### src/include/ex_cfg.svh
// execute stage width, issue width, register index and jump opcode macros
`ifndef EX_CFG_SVH
`define EX_CFG_SVH

// datapath width, RV32
`define EX_XLEN 32

// number of issue ways
`define EX_ISSUE_WIDTH 2

// architectural register index
`define EX_REG_IDX_W 5

// way index, wide enough for EX_ISSUE_WIDTH
`define EX_SLOT_W 1

// major opcodes, inst[6:0]
`define EX_OP_JAL  7'b1101111
`define EX_OP_JALR 7'b1100111

`endif

### src/ex_pkg.sv
// execute stage enums and packed structs: packets, forwarding control, redirect
`include "ex_cfg.svh"

package ex_pkg;

    //////////////////////////////
    // enums
    //////////////////////////////

    // ALU function, 14 of 16 codes used
    typedef enum logic [3:0] {
        ALU_ADD    = 4'd0,
        ALU_SUB    = 4'd1,
        ALU_AND    = 4'd2,
        ALU_OR     = 4'd3,
        ALU_XOR    = 4'd4,
        ALU_SLT    = 4'd5,
        ALU_SLTU   = 4'd6,
        ALU_SLL    = 4'd7,
        ALU_SRL    = 4'd8,
        ALU_SRA    = 4'd9,
        ALU_MUL    = 4'd10,
        ALU_MULH   = 4'd11,
        ALU_MULHSU = 4'd12,
        ALU_MULHU  = 4'd13
    } alu_func_e;

    // operand A source
    typedef enum logic [1:0] {
        OPA_IS_RS1  = 2'd0,
        OPA_IS_NPC  = 2'd1,
        OPA_IS_PC   = 2'd2,
        OPA_IS_ZERO = 2'd3
    } opa_sel_e;

    // operand B source, rs2 or one of the immediate formats
    typedef enum logic [2:0] {
        OPB_IS_RS2   = 3'd0,
        OPB_IS_I_IMM = 3'd1,
        OPB_IS_S_IMM = 3'd2,
        OPB_IS_B_IMM = 3'd3,
        OPB_IS_U_IMM = 3'd4,
        OPB_IS_J_IMM = 3'd5
    } opb_sel_e;

    // where a source operand comes from
    typedef enum logic [1:0] {
        FWD_NONE   = 2'd0,
        FWD_EX_MEM = 2'd1,
        FWD_MEM_WB = 2'd2
    } fwd_src_e;

    // branch funct3 encodings, inst[14:12]
    typedef enum logic [2:0] {
        BR_BEQ  = 3'b000,
        BR_BNE  = 3'b001,
        BR_BLT  = 3'b100,
        BR_BGE  = 3'b101,
        BR_BLTU = 3'b110,
        BR_BGEU = 3'b111
    } br_cond_e;

    //////////////////////////////
    // packets
    //////////////////////////////

    // one way of the ID/EX register
    typedef struct packed {
        logic                     valid;
        logic [`EX_XLEN-1:0]      pc;
        logic [`EX_XLEN-1:0]      npc;
        logic [31:0]              inst;
        logic [`EX_XLEN-1:0]      rs1_value;
        logic [`EX_XLEN-1:0]      rs2_value;
        opa_sel_e                 opa_sel;
        opb_sel_e                 opb_sel;
        alu_func_e                alu_func;
        logic                     cond_branch;
        logic                     uncond_branch;
        logic [`EX_REG_IDX_W-1:0] dest_reg_idx;
    } id_ex_slot_t;

    // forwarding control per way, slot picks the producing way
    typedef struct packed {
        fwd_src_e               src_a;
        logic [`EX_SLOT_W-1:0]  slot_a;
        fwd_src_e               src_b;
        logic [`EX_SLOT_W-1:0]  slot_b;
    } fwd_ctrl_t;

    // one way of the EX/MEM register
    typedef struct packed {
        logic                     valid;
        logic [`EX_XLEN-1:0]      alu_result;
        logic                     take_branch;
        logic [`EX_REG_IDX_W-1:0] dest_reg_idx;
    } ex_result_t;

    // fetch redirect
    typedef struct packed {
        logic                taken;
        logic [`EX_XLEN-1:0] target;
    } redirect_t;

endpackage

### src/redirect_arbiter.sv
// fixed-priority redirect select across ways, with JALR target alignment
`timescale 1ns/1ps
`include "ex_cfg.svh"

module redirect_arbiter (
    input  ex_pkg::ex_result_t lane_result [`EX_ISSUE_WIDTH-1:0],
    input  logic [31:0]        lane_inst [`EX_ISSUE_WIDTH-1:0],
    output ex_pkg::redirect_t  redirect
);

    // walk from the top way down
    // the last hit is the lowest way, so it wins
    always_comb begin
        redirect = '0;
        for (int w = `EX_ISSUE_WIDTH - 1; w >= 0; w--) begin
            if (lane_result[w].valid && lane_result[w].take_branch) begin
                redirect.taken = 1'b1;
                // jalr target drops bit 0
                if (lane_inst[w][6:0] == `EX_OP_JALR) begin
                    redirect.target = {lane_result[w].alu_result[`EX_XLEN-1:1], 1'b0};
                end else begin
                    redirect.target = lane_result[w].alu_result;
                end
            end
        end
    end

endmodule

### config.mk
export PLATFORM = sky130hd
export DESIGN_NAME = redirect_arbiter
export DESIGN_NICKNAME = d
export VERILOG_FILES = /design/src/ex_pkg.sv /design/src/redirect_arbiter.sv
export VERILOG_INCLUDE_DIRS = /design/src /design/src/include
export SDC_FILE = /design/constraint.sdc
export NUM_CORES = 1
export LEC_CHECK = 0
export ABC_AREA = 1
export BUFFER_PORTS_ARGS = -buffer_cell sky130_fd_sc_hd__buf_2
export CAP_MARGIN = 25
export CORE_AREA = 4 4 66 68
export DETAILED_ROUTE_END_ITERATION = 12
export DIE_AREA = 0 0 70 72
export PLACE_DENSITY = 0.81
export SETUP_SLACK_MARGIN = 0.1
export SYNTH_ARGS = -nofsm -noshare
export SYNTH_HDL_FRONTEND = slang
export SYNTH_SLANG_ARGS = --single-unit
### constraint.sdc
create_clock -name vclk -period 0.8
set_input_delay 0.08 -clock vclk [all_inputs]
set_output_delay 0.08 -clock vclk [all_outputs]
set_load 0.1 [all_outputs]
Word-level counts from Yosys, hierarchy flattened --
Index checks and enable logic that the tools add are counted.
Word-level totals: bits in registers 0, bits in latches 0, RAM bits 0, bits in read-only memories 0, bits of input ports 142, output and inout bits 33, word-level logic and storage cells 8, memories kept 0
Operators by class: $add $sub $neg 0, $mul 0, divide/modulo/power cells 0, order comparisons 0, equality and inequality tests 2, shift-type cells 0, multiplexer cells 4, bitwise logic cells 0, reduce and logical (&&, ||, !) cells 2
Operators by type and width (number):
- $mux W33 | 2
- $eq A7 B7 Y1 const B | 2
- $logic_and A1 B1 Y1 | 2
- $mux W1 | 2

Longest topological paths before layout --
Gate-level depths: netlist of the first run.
depth in word-level cells 4, gate-level depth with buffers 6, depth with buffers taken out 6

Worst setup path before layout of the first run --
OpenSTA, ideal clock, no wires.
path kind input -> output, from input port lane_result[38] in the netlist's numbering, to output port redirect[12] in the netlist's numbering, arrival time 1141 ps, required time 720 ps, setup slack -421 ps, stages on the path 5, path buffers 2, path through buf_6 > nand2_8 > buf_12 > nand3_2 > nand2_1
RTL lines:
- from (decl) | RTL line redirect_arbiter.sv:6 | input ex_pkg::ex_result_t lane_result [`EX_ISSUE_WIDTH-1:0],
- to (decl) | RTL line redirect_arbiter.sv:8 | output ex_pkg::redirect_t redirect

==> flow_summary.toml, run 1 <==
[timing]
fin_ws_ns = -0.1781
relSlewSlack = 0.8448
hold_viol = 0
setup_viol = 33
post-route-min-period_ns = 0.9781
max_slew.worst_pin.slew_ns = 0.2321
fmax_mhz = 1022
slew_viol_final = 0
rsz0062_at_grt = "yes"
fin_crit_sh = 1.223

[finish]
clkbuf_count = 0
nNetsFinal = 403
layout_commonest_cell = "buf_2"
layout-drive-gt1-share = 0.9035
layout_common_cells = "78 x buf_2, 45 x nand3_4, 45 x buf_12"
fin_cells = 310
seq_area_um2 = 0
area_growth_pct = 303.1
nFlopsAndLatches = 0

[synth]
ys_warn_count = 0
yosysSeqAreaShare = 0
syn_nets = 275
syn_area_um2 = 834.6
yosys.area_share.simple = 0.7991
synth_top_family_by_area = "simple AND/OR/NAND/NOR gates"
synthAdderAreaFrac = 0
synthXorXnorAreaFrac = 0
avgSynthCellArea_um2 = 6.275
muxShareOfSynthArea = 0
synth.distinct_cells = 11
synth_compound_area_frac = 0
syn_inst = 133

[power_and_ir_drop]
swShare = 0.6018
power_w = 0.002759
p_seq_frac = 0
power_frac_clock = 0
p_leak_nw = 1.330
intPower_w = 0.001099
power_density_nw_per_um2 = 820.0
vdd_drop_max_mv = 0.5615
power_frac_comb = 1.000
switching_power_w = 0.001660

[global_routing]
grt_usage = 0.2496
grt_max_degree = 18
grt_overflow = 0
grt_pass1_vias = 1766
antenna_found_initial = 1
grt_pass1_wl_mm = 9.867

[floorplan]
die_area_um2 = 5040
start_util = 0.2164
ios = 175
die_y_um = 72
coreArea_um2 = 3856
die_x_um = 70
core.rowCount = 23

[placement]
port-buffer-count = 115
dp.cells = 296
place_ws_ns = -0.3348
hpwl_mm = 4.234
gp_congestion = 0.7473

[min_path]
min_to = "redirect[23]"
hp-class = "primary input to output port"
whs_path_depth = 4
worstHoldStart = "lane_result[29]"

[route]
post_drt_wl_per_cell_um = 22.11
drc = 0
drt_first_pass_iters = 4
antenna_left = 0
wirelength_mm = 6.855
vias_per_cell = 5.026
drtIter0Drc = 48
vias = 1558

[setup_path]
crit_chain = "buf_12 > buf_12 > nand3_1 > nand2_8 > buf_12"
cp-start-kind = "primary input"
critPathBufInv = 3
end_kind = "output port"
slowest_stage = "nand3_1"
worstPathRequired_ns = 0.72
slowest_delay_ns = 0.21
crit_family = "buffers and inverters"
worstPathArrival_ns = 0.90
crit_top_cell = "buf_12"
critPathKind = "primary input to output port"
worstPathMaxFanout = 17

[status]
status = "complete, but fails checks"
violations = "setup timing"

[run]
max_cap_violations = 0
[worst max path at each step]
stage,end,cells after the start,startpoint
2_1_floorplan,redirect[10],5,lane_result[5]
3_3_place_gp,redirect[7],5,lane_result[5]
3_5_place_dp,redirect[11],5,lane_result[5]
4_1_cts,redirect[8],7,lane_result[38]
5_1_grt,redirect[0],8,lane_result[77]
6_report,redirect[10],5,lane_result[5]
[cell usage after synthesis, drive strengths merged]
library cell / number / area, um2
nand3: 62 / 455.4
nand2: 46 / 188.9
buf: 14 / 148.9
nor2: 6 / 22.52
inv: 5 / 18.76
[power groups by stage]
stage | clock network, W | registers (W) | logic [W]
floorplan | 0 | 0 | 0.00158
global placement | 0 | 0 | 0.00238
detailed placement | 0 | 0 | 0.00242
CTS | 0 | 0 | 0.00266
global route | 0.000000000168 | 0 | 0.00284
finish | 0.000000000168 | 0 | 0.00276
[through the flow]
step / util / area (um2) / hold slack, ns / TNS [ns]
finish: 0.8725 / 3364 / 0.5758 / -4.422
global route: 0.8725 / 3364 / 0.5835 / -5.257
CTS: 0.8413 / 3244 / 0.5693 / -4.320
detailed placement: 0.7424 / 2863 / 0.5610 / -7.957
global placement: 0.7424 / 2863 / 0.5546 / -7.105
floorplan: - / 1753 / 0.3524 / -0.7349
[cell families (layout without fill, tap and decap cells)]
family | after synthesis | in the layout
other | 0 | 1
and+or+nand+nor | 114 | 115
buffers and inverters | 19 | 144
[area by class of cell]
cell class | count | area [um2]
multi-input cells | 115 | 1692
inverters | 5 | 31.28
repair buffers | 139 | 1577
diodes | 1 | 2.502
fillers | 166 | 491.7
well taps | 50 | 62.56
[tightest hold or removal path: stages]
cell     delay (ns)
buf_2          0.11
nand3_4        0.09
nand2_8        0.05
buf_12         0.15
[layer usage]
layer	wire [um]	GRT usage
met5	0	0
met4	376	0.04894
met3	562	0.05125
met2	3867	0.5163
met1	2048	0.2562
[repair_timing]
item                                    in CTS  in global routing
cloned                                       7                  0
resized for setup                           39                 18
pin swaps                                   22                 17
hold endpoints to repair                     0                  0
setup buffers                                6                  0
endpoints found under the setup margin      33                 33
hold buffers                                 0                  0
(Power assumes the default switching activity.)
==> inputs of run 2 (changes only) <==
--- a/config.mk
+++ b/config.mk
@@ -12,7 +12,7 @@
 export CORE_AREA = 4 4 66 68
 export DETAILED_ROUTE_END_ITERATION = 12
 export DIE_AREA = 0 0 70 72
-export PLACE_DENSITY = 0.81
+export PLACE_DENSITY = 0.75
 export SETUP_SLACK_MARGIN = 0.1
 export SYNTH_ARGS = -nofsm -noshare
 export SYNTH_HDL_FRONTEND = slang
==> run 2 against run 1 <==
  * The flow still finishes with violations (setup timing)
  * Non-clock buffer count up 1
  * Die area is the same
  * Combinational power shrank 7%
  * Cell count is 0.32% lower
  * Flip-flop and latch count unchanged
  * Largest cell class unchanged
==> flow_summary.toml, run 2 (synthesized netlist as in run 1, its figures left out) <==
[status]
status = "complete, but fails checks"
violations = "setup timing"

[finish]
layout-drive-gt1-share = 0.9189
diodes = 0
layout_common_cells = "78 x buf_2, 44 x buf_12, 33 x nand2_8"
seq_area_um2 = 0
area_growth_pct = 280.5
nNetsFinal = 403
nFlopsAndLatches = 0
clkbuf_count = 0
layout_commonest_cell = "buf_2"
finalCoreUtilization = 0.8235

[route]
antenna_left = 0
vias = 1452
drt_first_pass_iters = 4
wirelength_mm = 4.922
drtIter0Drc = 47
vias_per_cell = 4.699
drc = 0
post_drt_wl_per_cell_um = 15.93

[timing]
fin_ws_ns = -0.1795
hold_viol = 0
fmax_mhz = 1021
setup_viol = 33
rsz0062_at_grt = "yes"
max_slew.worst_pin.slew_ns = 0.1905
fin_crit_sh = 1.224
relSlewSlack = 0.8730
post-route-min-period_ns = 0.9795
fin_setup_tns_ns = -4.180
slew_viol_final = 0

[setup_path]
critPathKind = "primary input to output port"
slowest_delay_ns = 0.17
worstPathArrival_ns = 0.90
crit_top_cell = "buf_12"
crit_chain = "buf_12 > nand2_8 > buf_12 > buf_12 > nand3_4 > nand2_8 > buf_12"
end_kind = "output port"
cp-start-kind = "primary input"
worstPathRequired_ns = 0.72
critPathBufInv = 4
slowest_stage = "buf_12"
worstPathMaxFanout = 8
crit_family = "buffers and inverters"

[global_routing]
grt_usage = 0.1980
grt_pass1_wl_mm = 8.197
antenna_found_initial = 0
grt_pass1_vias = 1608
grt_overflow = 0
grt_max_degree = 18

[floorplan]
ios = 175
die_y_um = 72
start_util = 0.2164
die_x_um = 70
core.rowCount = 23
coreArea_um2 = 3856
die_area_um2 = 5040

[min_path]
min_to = "redirect[1]"
whs_path_depth = 4
worstHoldStart = "lane_result[46]"
hp-class = "primary input to output port"

[power_and_ir_drop]
p_leak_nw = 1.285
vdd_drop_max_mv = 0.5966
power_density_nw_per_um2 = 813.3
power_w = 0.002583

[placement]
gp_congestion = 0.8036
hpwl_mm = 4.027
port-buffer-count = 115

[run]
max_cap_violations = 0
[run 2: how the worst max path moves through the flow]
stage | start | to | slack [ns] | cells after the start
2_1_floorplan | lane_result[5] | redirect[10] | -0.03 | 5
3_3_place_gp | lane_result[38] | redirect[7] | -0.27 | 5
3_5_place_dp | lane_result[5] | redirect[22] | -0.29 | 5
4_1_cts | lane_result[38] | redirect[12] | -0.19 | 7
5_1_grt | lane_result[38] | redirect[18] | -0.21 | 7
6_report | lane_result[38] | redirect[13] | -0.18 | 7
[run 2: final cells by class]
cell class / count / area (um2)
Tap cell: 50 / 62.56
Fill cell: 220 / 680.7
Multi-Input combinational cell: 114 / 1598
Timing Repair Buffer: 140 / 1484
Inverter: 5 / 31.28
[run 2: metrics by stage]
step                      setup slack, ns  cells  hold slack [ns]  area, um2
after global placement            -0.2710    304           0.5553       2935
after global routing              -0.2126    309           0.5661       3176
after floorplan                  -0.02638    133           0.3524       1753
after detailed placement          -0.2929    304           0.5560       2935
after CTS                         -0.1926    309           0.5660       3174
final                             -0.1795    309           0.5519       3176
[run 2: tightest hold or removal path: stages]
cell     delay, ns
buf_2         0.11
nand3_4       0.07
nand2_4       0.04
buf_12        0.16
[run 2: power by group]
group | internal [W] | leakage [nW] | switching, W
clock | 0 | 0 | 0
sequential | 0 | 0 | 0
combinational | 0.00103 | 1.28 | 0.00155
[run 2: metal layers]
layer / vias up / wire [um] / GRT usage / part of all wire
met1: 662 / 1701 / 0.2264 / 0.35
met5: - / 0 / 0 / 0
met4: 0 / 44 / 0.01489 / 0.0089
li1: 699 / - / - / -
met2: 87 / 2675 / 0.3830 / 0.54
met3: 4 / 500 / 0.05263 / 0.10
[run 2: repair_timing]
action                     in CTS  in global routing
cloned                          1                  1
setup endpoints to repair      33                 33
setup buffers                   4                  0
pin swaps                      45                  9
hold buffers                    0                  0
resized for setup              36                  1
==> inputs of run 3 (changes only) <==
--- a/config.mk
+++ b/config.mk
@@ -12,6 +12,7 @@
 export CORE_AREA = 4 4 66 68
 export DETAILED_ROUTE_END_ITERATION = 12
 export DIE_AREA = 0 0 70 72
+export MAX_ROUTING_LAYER = met4
 export PLACE_DENSITY = 0.75
 export SETUP_SLACK_MARGIN = 0.1
 export SYNTH_ARGS = -nofsm -noshare
==> run 3 against run 2 <==
  * The flow still finishes with violations (setup timing)
  * Die area is the same
  * Flip-flop and latch count stayed put
  * First-iteration DRC count up 8.5%
==> flow_summary.toml, run 3 (synthesized netlist as in run 1, its figures left out) <==
[finish]
clkbuf_count = 0
nNetsFinal = 403
fin_cells = 309
area_growth_pct = 280.5
layout_commonest_cell = "buf_2"
fillCellCount = 220
post-route-cell-area_um2 = 3176
nFlopsAndLatches = 0
finalCoreUtilization = 0.8235
layout_common_cells = "78 x buf_2, 44 x buf_12, 33 x nand2_8"
seq_area_um2 = 0
diodes = 0
layout-drive-gt1-share = 0.9189

[floorplan]
start_util = 0.2164
die_area_um2 = 5040
die_x_um = 70
die_y_um = 72
ios = 175
core.rowCount = 23
coreArea_um2 = 3856

[timing]
setup_viol = 33
slew_viol_final = 0
fin_ws_ns = -0.1806
fmax_mhz = 1020
hold_viol = 0
rsz0062_at_grt = "yes"
fin_crit_sh = 1.226
post-route-min-period_ns = 0.9806
relSlewSlack = 0.8727
max_slew.worst_pin.slew_ns = 0.1910

[setup_path]
cp-start-kind = "primary input"
worstPathRequired_ns = 0.72
worstPathMaxFanout = 8
worstPathArrival_ns = 0.90
critPathKind = "primary input to output port"
end_kind = "output port"

[route]
drtIter0Drc = 51
vias_per_cell = 4.686
vias = 1448
drc = 0
wirelength_mm = 4.965
antenna_left = 0
post_drt_wl_per_cell_um = 16.07
drt_first_pass_iters = 4

[global_routing]
grt_overflow = 0
grt_usage = 0.2035
grt_pass1_wl_mm = 8.197
grt_pass1_vias = 1609
antenna_found_initial = 0
grt_max_degree = 18

[run]
max_cap_violations = 0

[placement]
hpwl_mm = 4.027
port-buffer-count = 115
dp.cells = 304
gp_congestion = 0.8153
placed_area_um2 = 2935
place_ws_ns = -0.2929

[status]
violations = "setup timing"
status = "complete, but fails checks"

[power_and_ir_drop]
p_leak_nw = 1.285
power_density_nw_per_um2 = 814.0
vdd_drop_max_mv = 0.5970
power_w = 0.002585

[min_path]
hp-class = "primary input to output port"

[clock_tree]
postCtsHoldBufs = 0
## run 3: area by class of cell
cell class	count	area (um2)	area share
multi-input cells	114	1598	0.5032
repair buffers	140	1484	0.4673
well taps	50	62.56	0.01970
inverters	5	31.28	0.009850
## run 3: what timing repair did
action / CTS / global route
endpoints found under the setup margin: 33 / 33
buffers inserted: 4 / 0
cloned: 1 / 1
gates resized for setup: 36 / 1
pin swaps: 45 / 9
## run 3: stage by stage
stage          hold WS [ns]  setup TNS [ns]
2_1_floorplan        0.3524         -0.7349
3_3_place_gp         0.5553          -8.126
3_5_place_dp         0.5560          -8.575
4_1_cts              0.5660          -4.653
5_1_grt              0.5662          -5.110
6_report             0.5514          -4.203
## run 3: per-layer routing
layer / up-vias / GRT usage / wire length [um]
met2: 79 / 0.3820 / 2684
met3: 4 / 0.04709 / 467
met1: 659 / 0.2297 / 1770
met4: 0 / 0.01489 / 42
li1: 706 / - / -
met5: - / - / 0
## run 3: path summary, 6_finish.rpt
| check | endpoint | from | cells past startpoint | slack (ns) |
|---|---|---|---|---|
| max | redirect[13] | lane_result[38] | 7 | -0.18 |
| min | redirect[1] | lane_result[46] | 4 | 0.55 |
## run 3: power by group
| group | total, W | switching [W] | internal, W |
|---|---|---|---|
| clock | 0 | 0 | 0 |
| sequential | 0 | 0 | 0 |
| combinational | 0.00258 | 0.00156 | 0.00103 |
| total | 0.00258 | 0.00156 | 0.00103 |
## run 3: worst max-delay path, cell delays in order
cell and delay (ns):
buf_12 0.11, nand2_8 0.12, buf_12 0.13, buf_12 0.13
nand3_4 0.09, nand2_8 0.07, buf_12 0.17
